===== src/rtl/mem_sys_pkg.sv =====
package mem_sys_pkg;

  // bus widths shared by every block
  localparam int addr_width = 32;
  localparam int data_width = 32;
  localparam int strb_width = data_width / 8;

  // byte offset bits inside one word
  localparam int word_lsb = 2;

  // operation carried on the internal memory request bus
  typedef enum logic {
    mem_read,
    mem_write
  } mem_op_t;

  // data cache miss handling
  typedef enum logic [1:0] {
    cache_idle,
    cache_writeback,
    cache_refill,
    cache_respond
  } cache_state_t;

  // owner of the shared memory port
  typedef enum logic {
    grant_fetch,
    grant_cache
  } grant_t;

endpackage


===== src/rtl/fetch_port.sv =====
`timescale 1ns/1ps

module fetch_port (
  input  logic                               ACLK,
  input  logic                               ARESETn,
  input  logic                               fetch_arvalid,
  output logic                               fetch_arready,
  input  logic [mem_sys_pkg::addr_width-1:0] fetch_araddr,
  output logic                               fetch_rvalid,
  input  logic                               fetch_rready,
  output logic [mem_sys_pkg::data_width-1:0] fetch_rdata,
  output logic                               req_valid,
  input  logic                               req_ready,
  output logic [mem_sys_pkg::addr_width-1:0] req_addr,
  input  logic                               rsp_valid,
  input  logic [mem_sys_pkg::data_width-1:0] rsp_rdata
);

  logic                               buf_valid;
  logic [mem_sys_pkg::addr_width-1:0] buf_addr;
  logic                               in_flight;

  // one address can wait here while the response register is busy
  assign fetch_arready = !buf_valid;

  // a read goes out only when its response has somewhere to land
  assign req_valid = buf_valid && !in_flight && !fetch_rvalid;
  assign req_addr  = buf_addr;

  always_ff @(posedge ACLK) begin
    if (!ARESETn) begin
      buf_valid    <= 1'b0;
      in_flight    <= 1'b0;
      fetch_rvalid <= 1'b0;
    end else begin
      if (fetch_arvalid && fetch_arready) begin
        buf_valid <= 1'b1;
      end else if (req_valid && req_ready) begin
        buf_valid <= 1'b0;
      end

      if (req_valid && req_ready) begin
        in_flight <= 1'b1;
      end else if (rsp_valid) begin
        in_flight <= 1'b0;
      end

      if (rsp_valid) begin
        fetch_rvalid <= 1'b1;
      end else if (fetch_rvalid && fetch_rready) begin
        fetch_rvalid <= 1'b0;
      end
    end
  end

  always_ff @(posedge ACLK) begin
    if (fetch_arvalid && fetch_arready) begin
      buf_addr <= fetch_araddr;
    end
    if (rsp_valid) begin
      fetch_rdata <= rsp_rdata;
    end
  end

endmodule


===== config.mk =====
export PLATFORM = sky130hd
export DESIGN_NAME = fetch_port
export DESIGN_NICKNAME = d
export VERILOG_FILES = /design/src/rtl/mem_sys_pkg.sv /design/src/rtl/fetch_port.sv
export SDC_FILE = /design/constraint.sdc
export NUM_CORES = 1
export LEC_CHECK = 0
export BUFFER_PORTS_ARGS = -buffer_cell sky130_fd_sc_hd__buf_4
export CORE_ASPECT_RATIO = 1.25
export CORE_MARGIN = 3
export CORE_UTILIZATION = 44
export CTS_CLUSTER_DIAMETER = 60
export DETAILED_ROUTE_END_ITERATION = 8
export PLACE_DENSITY = 0.93
export SLEW_MARGIN = 15
export SYNTH_ARGS = -nofsm -noshare
export SYNTH_HDL_FRONTEND = slang
export SYNTH_SLANG_ARGS = --single-unit

===== constraint.sdc =====
create_clock -name ACLK -period 5.62 [get_ports ACLK]
set_clock_uncertainty 0.05 [all_clocks]
set_input_delay 1.124 -clock ACLK [delete_from_list [all_inputs] [get_ports ACLK]]
set_output_delay 1.124 -clock ACLK [all_outputs]
set_load 0.02 [all_outputs]

# After elaboration in Yosys (flattened, before gate mapping)
# Cells that the tools add are included.
dict set report totals {
  ff_bits 67
  in_bits 70
}
dict set report op_classes {
  n_mux 6
  n_reduce_logical 11
}
# op count
set ops {}
lappend ops {{1-bit two-way mux} 6}
lappend ops {{2-bit nonzero test} 3}
lappend ops {{1-bit logical AND} 5}
lappend ops {{1-bit logical NOT} 3}

# Logic depth before layout (Yosys ltp)
dict set report logic_depth {
  word_depth 6
  depth_mapped 2
  ltp_nobuf 2
}

# Worst setup path before layout
# Ideal clock, no wire load.
dict set report synth_path {
  path_kind {input -> register}
  from {input fetch_arvalid}
  to {register buf_addr, in the netlist req_addr[0] (enable)}
  n_path_buf 0
  stages 1
  t_arrival_ns 2.572
  setup_slack_ns 2.574
  setup_ns 0.425
  cell_sequence {nor2b_1}
}
dict set report synth_between {
  elab_chain_cells 1
}
# element line
set synth_lines {}
lappend synth_lines {{start: declaration} fetch_port.sv:6} ;# input logic fetch_arvalid,
lappend synth_lines {{1-bit logical AND} fetch_port.sv:57} ;# if (fetch_arvalid && fetch_arready) begin
lappend synth_lines {{end signal: assignment} fetch_port.sv:58} ;# buf_addr <= fetch_araddr;
lappend synth_lines {{end: declaration} fetch_port.sv:20} ;# logic [mem_sys_pkg::addr_width-1:0] buf_addr;
# Every way passes these cells.
# A chain may end at the register's enable or synchronous reset.

# Worst setup path after layout
dict set report layout_path {
  from {register buf_valid}
  to {output req_valid}
}
dict set report layout_between {
  elab_chain_cells 2
}
# element line
set layout_lines {}
lappend layout_lines {{start: declaration} fetch_port.sv:19} ;# logic buf_valid;
lappend layout_lines {{start signal: assignment} fetch_port.sv:32} ;# buf_valid <= 1'b0;
lappend layout_lines {{start signal: assignment} fetch_port.sv:37} ;# buf_valid <= 1'b1;
lappend layout_lines {{start signal: assignment} fetch_port.sv:39} ;# buf_valid <= 1'b0;
lappend layout_lines {{1-bit logical AND (2 in a row)} fetch_port.sv:27} ;# assign req_valid = buf_valid && !in_flight && !fetch_rvalid;
lappend layout_lines {{end: declaration} fetch_port.sv:12} ;# output logic req_valid,
# Every way passes these cells.

==> key figures <==
Die
  – Starting Density: 0.459
  – Die H: 82.2 µm
  – Top Ports: 137
  – Core Rows: 27
  – Core box area: 0.00446 mm²
  – Die Footprint: 0.00551 mm²
  – Die W: 67.0 µm

Worst setup path
  – End of the worst register-to-register path: req_addr[28]
  – Critical path class: flip-flop to output pin
  – CP Launch Type: flip-flop
  – Worst R2R Path Depth: 2
  – Critical path capture point type: output pin
  – Required time of the worst setup path: 4.45 ns
  – Max FO, Critical Path: 4
  – Critical R2R Launch: buf_valid
  – Crit path arrival time: 1.21 ns
  – FF-to-FF setup slack: 4.42 ns

Synthesis
  – Post-synthesis mux area share: 0
  – Synth area leader: edfxtp_1
  – Syn Std Cell Area: 0.00205 mm²
  – Syn_nets: 147
  – Cell count after synthesis: 77
  – Sequential element share of the synthesized area: 0.969
  – Synthesized area per cell: 26.6 µm²
  – Compound-Gate Fraction of Synth Area: 0.00979
  – Share of the synthesized area in the top cell type: 0.939
  – Post-synthesis xor/xnor area fraction: 0
  – Synth area leaders: edfxtp_1, dfxtp_1, nor2b_1
  – Yosys warnings: 0
  – FF+latch count, synth: 67
  – Largest family of logic cells by synthesized area: simple AND/OR/NAND/NOR gates
  – Post-synthesis simple-gate area fraction: 0.0196
  – Post-Synth Adder-Cell Area: 0
  – Yosys cell types: 9

Placed design
  – Number of port buffers: 136
  – Dpl ws: 3.54 ns
  – HPWL after DPL: 3470 µm
  – Dpl cells: 272
  – GP Congestion: 0.701

Layout
  – Core Util, Final: 0.758
  – Share of cells above drive strength 1: 0.661
  – Synth-to-Final Area Change: 65.3%
  – Nets: 295
  – Commonest non-fill, non-tap cell in the layout: buf_4
  – Most frequent cells in the layout: buf_4, edfxtp_1, clkbuf_8
  – Filler cells: 272
  – Non-filler cells, final: 288
  – # diodes: 0

Drt
  – Pre-antenna DRT Iters: 4
  – Iter 0 DRT Violations: 55
  – Via count: 1291
  – Routed length per placed instance: 15.4 µm
  – Number of remaining DRC errors: 0
  – Drt total wl: 4440 µm
  – ANT nets after route: 0
  – Vias per cell: 4.48

STA
  – Pins Over Slew Limit: 0
  – Final period util: 0.423
  – Fmax: 0.420 GHz
  – TNS Setup: 0 ns
  – Fin worst setup slack: 3.24 ns
  – Final hold viol count: 0
  – Fin crit period: 2.38 ns
  – Final Setup Violations: 0
  – RSZ-0062 raised after global routing: no
  – Least-Margin Pin Slew: 0.390 ns
  – Slew headroom: 0.740

CTS
  – Hold Buf Count CTS: 0
  – Clock root buffer: clkbuf_8
  – Post-CTS setup buffer count: 0
  – H-tree depth: 3
  – Total CTS buffers: 9
  – CTS tree: built
  – Clock Pin Slew Worst Setup and Hold Paths: 0.06 ns
  – PostCTS Resize Cnt: 0
  – CTS max path bufs: 2
  – Worst-Skew Late Latency: 0.33 ns
  – CTS sink cnt: 67

Min path
  – Min-delay src: in_flight
  – Hold path depth: 2
  – Hold Path Class: flip-flop to flip-flop
  – Hold endpoint: in_flight

Power
  – VDD IR max: 0.000239 V
  – Power per Cell Area: 353 mW/mm²
  – P_leak: 0.00145 µW

Flow run
  – Max Cap Viol: 0

GRT
  – Vias in the first global route: 1300
  – Antenna violations before repair: 0
  – Total track usage: 0.166
  – Largest net degree at the start of global routing: 35
  – Global-route wire length before repair: 6120 µm
  – Congestion Overflow GR: 0

Outcome
  – Status: complete, no violations
through the flow:
stage | total power, µW | hold WS [ns] | cell area, µm²
floorplan | 660 | 0.461 | 2050
global placement | 750 | 0.529 | 3150
detailed placement | 755 | 0.551 | 3150
CTS | 1210 | 0.578 | 3380
global route | 1240 | 0.626 | 3380
finish | 1190 | 0.581 | 3380
area by class of cell:
class	instances	area (µm²)	share of cell area
inverter	1	3.75	0.00111
timing repair buffer	137	1030	0.304
multi-input combinational	9	62.6	0.0185
clock inverter	6	104	0.0307
tap	58	72.6	0.0215
sequential	67	1980	0.586
clock buffer	10	128	0.0377
cells by family after synthesis:
group,Yosys count
AO/OA/AOI/OAI,3
buffers and inverters,1
AND/OR/NAND/NOR,6
flip-flops,67
metal layers:
| metal | vias to the layer above | global-route usage | share of wire |
|---|---|---|---|
| li1 | 603 | - | - |
| met1 | 561 | 0.169 | 0.33 |
| met2 | 120 | 0.245 | 0.45 |
| met3 | 7 | 0.142 | 0.21 |
| met4 | 0 | 0.0669 | 0.015 |
| met5 | - | 0 | 0 |
power breakdown:
group          switching, µW  total, µW  internal [µW]
logic                   73.5        145           71.8
clock network            160        452            292
registers               10.6        597            587
total                    244       1190            950
worst max-delay path by stage:
stage	startpoint	endpoint
floorplan	fetch_arvalid	req_addr[0]
global placement	fetch_arvalid	req_addr[17]
detailed placement	fetch_arvalid	req_addr[28]
CTS	buf_valid	req_valid
global route	buf_valid	req_valid
finish	buf_valid	req_valid
sequential cells by signal (all words and copies together), names as in the netlist:
name	flops
buf_valid	1
fetch_rdata	32
fetch_rvalid	1
in_flight	1
req_addr	32
cells in the mapped netlist:
master	n
edfxtp_1	64
dfxtp_1	3
nor2b_1	3
o21a_1	2
and4bb_1	1
inv_1	1
nor2_1	1
nor3_1	1
o21ai_0	1
critical path, cell delays in order, from the launching register on:
cell	delay [ns]
dfxtp_1	0.39
inv_1	0.09
nor3_1	0.22
buf_4	0.18
(Power assumes the default switching activity.)
