==> src/rtl/mem_sys_pkg.sv <==
package mem_sys_pkg;

  // bus widths shared by every block
  localparam int addr_width = 32;
  localparam int data_width = 32;
  localparam int strb_width = data_width / 8;

  // byte offset bits inside one word
  localparam int word_lsb = 2;

  // operation carried on the internal memory request bus
  typedef enum logic {
    mem_read,
    mem_write
  } mem_op_t;

  // data cache miss handling
  typedef enum logic [1:0] {
    cache_idle,
    cache_writeback,
    cache_refill,
    cache_respond
  } cache_state_t;

  // owner of the shared memory port
  typedef enum logic {
    grant_fetch,
    grant_cache
  } grant_t;

endpackage

==> src/rtl/mem_arbiter.sv <==
`timescale 1ns/1ps

module mem_arbiter (
  input  logic                               ACLK,
  input  logic                               ARESETn,
  input  logic                               f_req_valid,
  output logic                               f_req_ready,
  input  logic [mem_sys_pkg::addr_width-1:0] f_req_addr,
  output logic                               f_rsp_valid,
  output logic [mem_sys_pkg::data_width-1:0] f_rsp_rdata,
  input  logic                               c_req_valid,
  output logic                               c_req_ready,
  input  mem_sys_pkg::mem_op_t               c_req_op,
  input  logic [mem_sys_pkg::addr_width-1:0] c_req_addr,
  input  logic [mem_sys_pkg::data_width-1:0] c_req_wdata,
  input  logic [mem_sys_pkg::strb_width-1:0] c_req_wstrb,
  output logic                               c_rsp_valid,
  output logic [mem_sys_pkg::data_width-1:0] c_rsp_rdata,
  output logic                               m_req_valid,
  input  logic                               m_req_ready,
  output mem_sys_pkg::mem_op_t               m_req_op,
  output logic [mem_sys_pkg::addr_width-1:0] m_req_addr,
  output logic [mem_sys_pkg::data_width-1:0] m_req_wdata,
  output logic [mem_sys_pkg::strb_width-1:0] m_req_wstrb,
  input  logic                               m_rsp_valid,
  input  logic [mem_sys_pkg::data_width-1:0] m_rsp_rdata
);

  // last winner, which is also the owner while busy
  mem_sys_pkg::grant_t last_q;
  logic                busy_q;
  mem_sys_pkg::grant_t sel;
  logic                sel_cache;

  always_comb begin
    if (f_req_valid && c_req_valid) begin
      sel = (last_q == mem_sys_pkg::grant_fetch) ? mem_sys_pkg::grant_cache
                                                 : mem_sys_pkg::grant_fetch;
    end else if (c_req_valid) begin
      sel = mem_sys_pkg::grant_cache;
    end else begin
      sel = mem_sys_pkg::grant_fetch;
    end
  end

  assign sel_cache   = (sel == mem_sys_pkg::grant_cache);
  assign m_req_valid = !busy_q && (f_req_valid || c_req_valid);
  assign f_req_ready = !busy_q && !sel_cache && m_req_ready;
  assign c_req_ready = !busy_q && sel_cache && m_req_ready;

  // fetch requests are always reads
  assign m_req_op    = sel_cache ? c_req_op : mem_sys_pkg::mem_read;
  assign m_req_addr  = sel_cache ? c_req_addr : f_req_addr;
  assign m_req_wdata = sel_cache ? c_req_wdata : '0;
  assign m_req_wstrb = sel_cache ? c_req_wstrb : '0;

  assign f_rsp_valid = m_rsp_valid && busy_q && (last_q == mem_sys_pkg::grant_fetch);
  assign c_rsp_valid = m_rsp_valid && busy_q && (last_q == mem_sys_pkg::grant_cache);
  assign f_rsp_rdata = m_rsp_rdata;
  assign c_rsp_rdata = m_rsp_rdata;

  always_ff @(posedge ACLK) begin
    if (!ARESETn) begin
      busy_q <= 1'b0;
      last_q <= mem_sys_pkg::grant_cache;
    end else if (m_req_valid && m_req_ready) begin
      busy_q <= 1'b1;
      last_q <= sel;
    end else if (m_rsp_valid) begin
      busy_q <= 1'b0;
    end
  end

endmodule

==> config.mk <==
export PLATFORM = sky130hd
export DESIGN_NAME = mem_arbiter
export DESIGN_NICKNAME = d
export VERILOG_FILES = /design/src/rtl/mem_sys_pkg.sv /design/src/rtl/mem_arbiter.sv
export SDC_FILE = /design/constraint.sdc
export NUM_CORES = 1
export LEC_CHECK = 0
export ABC_CLOCK_PERIOD_IN_PS = 1300
export BUFFER_PORTS_ARGS = -buffer_cell sky130_fd_sc_hd__buf_4
export CAP_MARGIN = 20
export CORE_AREA = 2 2 108 110
export CTS_CLUSTER_DIAMETER = 50
export CTS_CLUSTER_SIZE = 10
export DETAILED_ROUTE_END_ITERATION = 12
export DIE_AREA = 0 0 110 112
export MAX_ROUTING_LAYER = met4
export PLACE_DENSITY_LB_ADDON = 0.12
export SLEW_MARGIN = 0
export SYNTH_ARGS = -nofsm -noshare
export SYNTH_HDL_FRONTEND = slang
export SYNTH_SLANG_ARGS = --single-unit
==> constraint.sdc <==
create_clock -name ACLK -period 1.3 [get_ports ACLK]
set_input_delay 0.26 -clock ACLK [delete_from_list [all_inputs] [get_ports ACLK]]
set_output_delay 0.26 -clock ACLK [all_outputs]
set_load 0.02 [all_outputs]
Word-level counts from Yosys, hierarchy flattened --
Cells that the tools add are included.
Operators by class: reduce and logical (&&, ||, !) cells 14, bitwise logic cells 1, mux-type cells 9
Operator list (count):
- two-way mux 32 bit | 2
- logical AND 1 bit | 10
- two-way mux 1 bit | 6
- two-way mux 4 bit | 1
- zero test 1 bit | 2
- nonzero test 2 bit | 1
- logical OR 1 bit | 1
- inverter 1 bit | 1
Storage, ports and cells: logic and storage cells 26, input bits 139, bits in registers 2, output and inout bits 138

Depth between registers and ports, before layout --
word-level depth 5, mapped depth 3, depth with buffers taken out 3

Worst setup path after synthesis --
No wires, ideal clock.
path type reg2out, start reg last_q, end out m_req_addr[4] (netlist name), slack -136 ps, data required time 1040 ps, stages on the path, launching flop included 4, arrival time 1176 ps, buffers on the path 1, cells stage by stage dfxtp_1 -> a21boi_4 -> clkbuf_8 -> mux2_1
Between the ends: word-level cells in the longest chain between the ends 3
Ends and longest elaborated chain:
- start: declaration | RTL line mem_arbiter.sv:30 | mem_sys_pkg::grant_t last_q;
- start signal: assignment | RTL line mem_arbiter.sv:65 | last_q <= mem_sys_pkg::grant_cache;
- start signal: assignment | RTL line mem_arbiter.sv:68 | last_q <= sel;
- two-way mux 1 bit | RTL line mem_arbiter.sv:37 | sel = (last_q == mem_sys_pkg::grant_fetch) ? mem_sys_pkg::grant_cache
- two-way mux 1 bit | RTL line mem_arbiter.sv:36 | if (f_req_valid && c_req_valid) begin
- two-way mux 32 bit | RTL line mem_arbiter.sv:53 | assign m_req_addr = sel_cache ? c_req_addr : f_req_addr;
- end: declaration | RTL line mem_arbiter.sv:22 | output logic [mem_sys_pkg::addr_width-1:0] m_req_addr,
Every way passes these cells.

Worst setup path after layout --
start reg last_q, end out m_req_addr[27] (netlist name)
Same word-level chain as after synthesis.

==> summary by stage <==
Synth
After synthesis, the cell types taking the most area are buf_4 (38%), mux2_2 (27%), and2_1 (19%). Summing the areas of all xor and xnor instances in the mapped netlist gives 0% of the synthesized area. The area share of and/or/nand/nor cells after synthesis is 22.5%.

Averaged over all synthesized cells, the footprint is ~8 um2. The mux cell area share after synthesis is 28.5%. The top cell type by area accounts for about two fifths of the synthesized area.

The leading area contributor after synthesis is buf_4. The Yosys step of the flow raised 0 warnings. After synthesis, the largest family of logic cells by area is buffers and inverters. Counting every instance in the synthesized netlist gives between 150 and 200. The synthesized netlist devotes 0% of its cell area to adder and majority cells. Of the synthesized area, sequential elements account for 3.17%. Counting every net in the synthesized netlist gives 296.

The complex-gate fraction of the synthesized area is 2.87%. The synthesized flop and latch total is 2. The synthesized area is about 1300 um2. Counting distinct cell types in the post-synthesis netlist gives 18.

GRT
The initial antenna violation count was 0. The via count of the first global-routing pass was 1474. After global routing the overflow that remains totals 0. Entering global routing, the biggest net connects 22 pins. The overall routing resource usage is 7.88%. The first global-routing pass estimated 7.31 mm of wire.

Detailed routing
After detailed routing, the number of vias per cell comes to 3.48. The routed layout has 1477 vias. The number of search-and-repair iterations in the first detailed-routing pass is 4.

After detailed routing, the met3 layer carries 920 um of wire. In the final routing, the length of wire on met1 measures 1.65 mm. The number of nets still failing antenna checks after routing is 0. In this run, the number of DRC markers left after iteration 0 of detailed routing was 40. The highest routing layer actually used is met4. Wires add up to 5.52 mm. Wire segments on met2 add up to around 3 mm in the final route. The post-route DRC violation count is 0. The final routed wire length divided by cell count is between 10 and 15 um.

Worst setup path
The critical path capture point type is an output port. By startpoint and endpoint, the worst setup path is classified as register to output port. Walking the worst path, the cells encountered are a21boi_4, buf_12, clkbuf_16, mux2_4, buf_6. In this design, the stage delay of the slowest critical-path cell is 0.32 ns.

The data arrival time at the worst-slack endpoint is around 1.5 ns. STA puts the critical path data required time at 1.04 ns. Of all nets on the critical path, the largest fanout is 5. The largest individual stage delay along the critical path comes from the cell dfxtp_2.

The worst setup path is launched from a register.

Power and ir drop
In this run, the combinational gates consume 68.6% of the power. The analysis attributes to cell leakage a power of 1.50 nW. The areal power density over the cells is roughly 600 nW/um2.

The completed layout was analyzed and its total power is around 1.7 mW. The clock network burns 27.2% of the power. The internal power contribution is 1.16 mW. The peak supply drop is 0.345 mV.

The switching power is 0.520 mW. In this run, flip-flops and latches consume 4.3% of the power. In this run switching power makes up 30.9% of total power.

Timing
In the post-route analysis, the smallest setup slack over all paths is -0.467 ns. Setup repair after global routing could not meet its margin everywhere. The time the final worst path needs with I/O delays and setup is about 1.8 ns.

For the final routed database, the setup TNS stands at -27.10 ns. At the pin with the least slew margin, the transition time is 0.237 ns. Setup violations remaining at the end of the flow were counted as 71. The max-slew violation total from the final report is 0.

After layout, the worst path uses 136% of the clock period. The final-report hold violation count came to 0. Headroom to the max-slew limit came out at 84.1%. Based on the critical path, the design can be clocked at up to around 570 MHz. Between clock sinks in the finished design, the worst skew comes to just over 0.002 ns.

Floorplan
The placeable core region is 11200 um2. After floorplanning, the core was divided into 39 placement rows. ~280 I/O pins were placed. Once the floorplan was initialized, standard cells occupied 11.3% of the core. The area of the die is around 12000 um2. The die is 110 um wide. The vertical die dimension is ~110 um.

CTS
Clock-pin slew was measured on the worst setup and hold paths at about 0.03 ns. The CTS sink count is 2. The later pin in the worst-skew pair is clocked with a latency of 0.22 ns. The post-cts hold buffer count is 0. The clock tree root driver cell is clkbuf_16.

CTS built an H-tree with a depth of 1. TritonCTS built the clock tree. Counting the buffers created by CTS gives 3.

The buffer levels on the longest clock path is 2.

Outcome
The flow ran to the end, but the final reports show violations. The checks that failed: negative setup slack.

Hold path
The type of the tightest min-delay check is primary input to register.

Cells and area
The design area is between 2000 and 3000 um2. The number of nets at the end of the flow is between 400 and 500. The count of inserted antenna diode cells is 0. The number of fill cells in the layout is 1198.

The final non-filler cell total is ~420. The area overhead of the layout relative to synthesis is 126%. The post-route netlist has 91.1% of its cells at a drive strength greater than 1.

Placed design
The area of placed instances is 2450 um2. Timing analysis after detailed placement gives a worst setup slack of -0.297 ns. Buffers placed on the I/O ports in this run total 180. The total instance count after detailed placement is 416. The routability congestion estimate is 0.711. The total half-perimeter wirelength after legalization and detailed placement is 4.40 mm.

Job
Max-cap violations in this run came to 0.
==> metal layers <==
layer | vias to the layer above | global-route usage [%]
met5 | - | -
met4 | 0 | 1.35
met3 | 5 | 3.40
met2 | 121 | 15.0
met1 | 660 | 7.15
li1 | 691 | -
==> final timing paths <==
kind                            depth (start not counted)  slack (ns)     from        endpoint
worst min-delay path                                    2        0.24  ARESETn          last_q
worst max-delay path                                    5       -0.47   last_q  m_req_addr[27]
worst min register to register                          3        0.66   last_q          last_q
worst max register to register                          3        0.40   busy_q          busy_q
==> power groups by stage <==
stage | clock network [mW] | registers (mW) | logic (mW)
3_5_place_dp | 0 | 0.0727 | 1.00
5_1_grt | 0.478 | 0.0724 | 1.23
3_3_place_gp | 0 | 0.0729 | 1.00
2_1_floorplan | 0 | 0.0724 | 0.773
6_report | 0.458 | 0.0719 | 1.16
4_1_cts | 0.465 | 0.0719 | 1.15
==> metrics by stage <==
stage	util, %	hold slack, ns
3_5_place_dp	21.9	0.467
2_1_floorplan	-	0.336
3_3_place_gp	21.9	0.465
6_report	25.6	0.237
5_1_grt	25.6	0.256
4_1_cts	25.2	0.237
==> what timing repair did <==
| action | in CTS | in global routing |
|---|---|---|
| endpoints found under the setup margin | 71 | 71 |
| resized for setup | 62 | 12 |
| gates cloned | 2 | 1 |
| buffers inserted | 2 | 1 |
| pin swaps | 1 | 8 |
==> cells in the mapped netlist <==
library cell   n
a21boi_4       1
a31oi_1        1
and2_1        38
and3_1         2
and4_1         1
buf_4         64
clkbuf_1       3
clkbuf_2       1
clkbuf_8       3
dfxtp_1        2
inv_1          1
mux2_1         2
mux2_2        30
nand2_1        1
nand2b_1       1
nor2_1         4
o21ai_0        1
o22ai_1        1
==> worst max-delay path: cells and delay by family (launching register included) <==
kind | cells | cell delay [ns]
compound gates | 1 | 0.23
buf+inv | 3 | 0.43
flops | 1 | 0.32
mux | 1 | 0.30
==> flip-flops by register name, indices dropped and copies added, names as in the netlist <==
| name | count |
|---|---|
| last_q | 1 |
| busy_q | 1 |
==> placed cells by master, fill, tap and decap left out, drive strengths merged <==
cell      n
mux2     32
o22ai     1
a21boi    1
buf     191
inv       1
clkbuf    4
and3      2
nor2      4
a31oi     1
o21ai     1
and2     38
and4      1
nand2     1
nand2b    1
dfxtp     2
==> kinds of logic after synthesis <==
| family | Yosys count |
|---|---|
| and+or+nand+nor | 47 |
| buffers and inverters | 72 |
| muxes | 32 |
| AOI/OAI and AO/OA | 4 |
| DFF | 2 |
==> layout make-up <==
class	instances	area [um2]	area share, %
tap	143	179	6.26
inverter	1	3.75	0.131
multi-input combinational	83	853	29.8
timing repair buffer	192	1710	59.7
clock buffer	3	75.1	2.63
sequential	2	41.3	1.44
(Power assumes the default switching activity.)
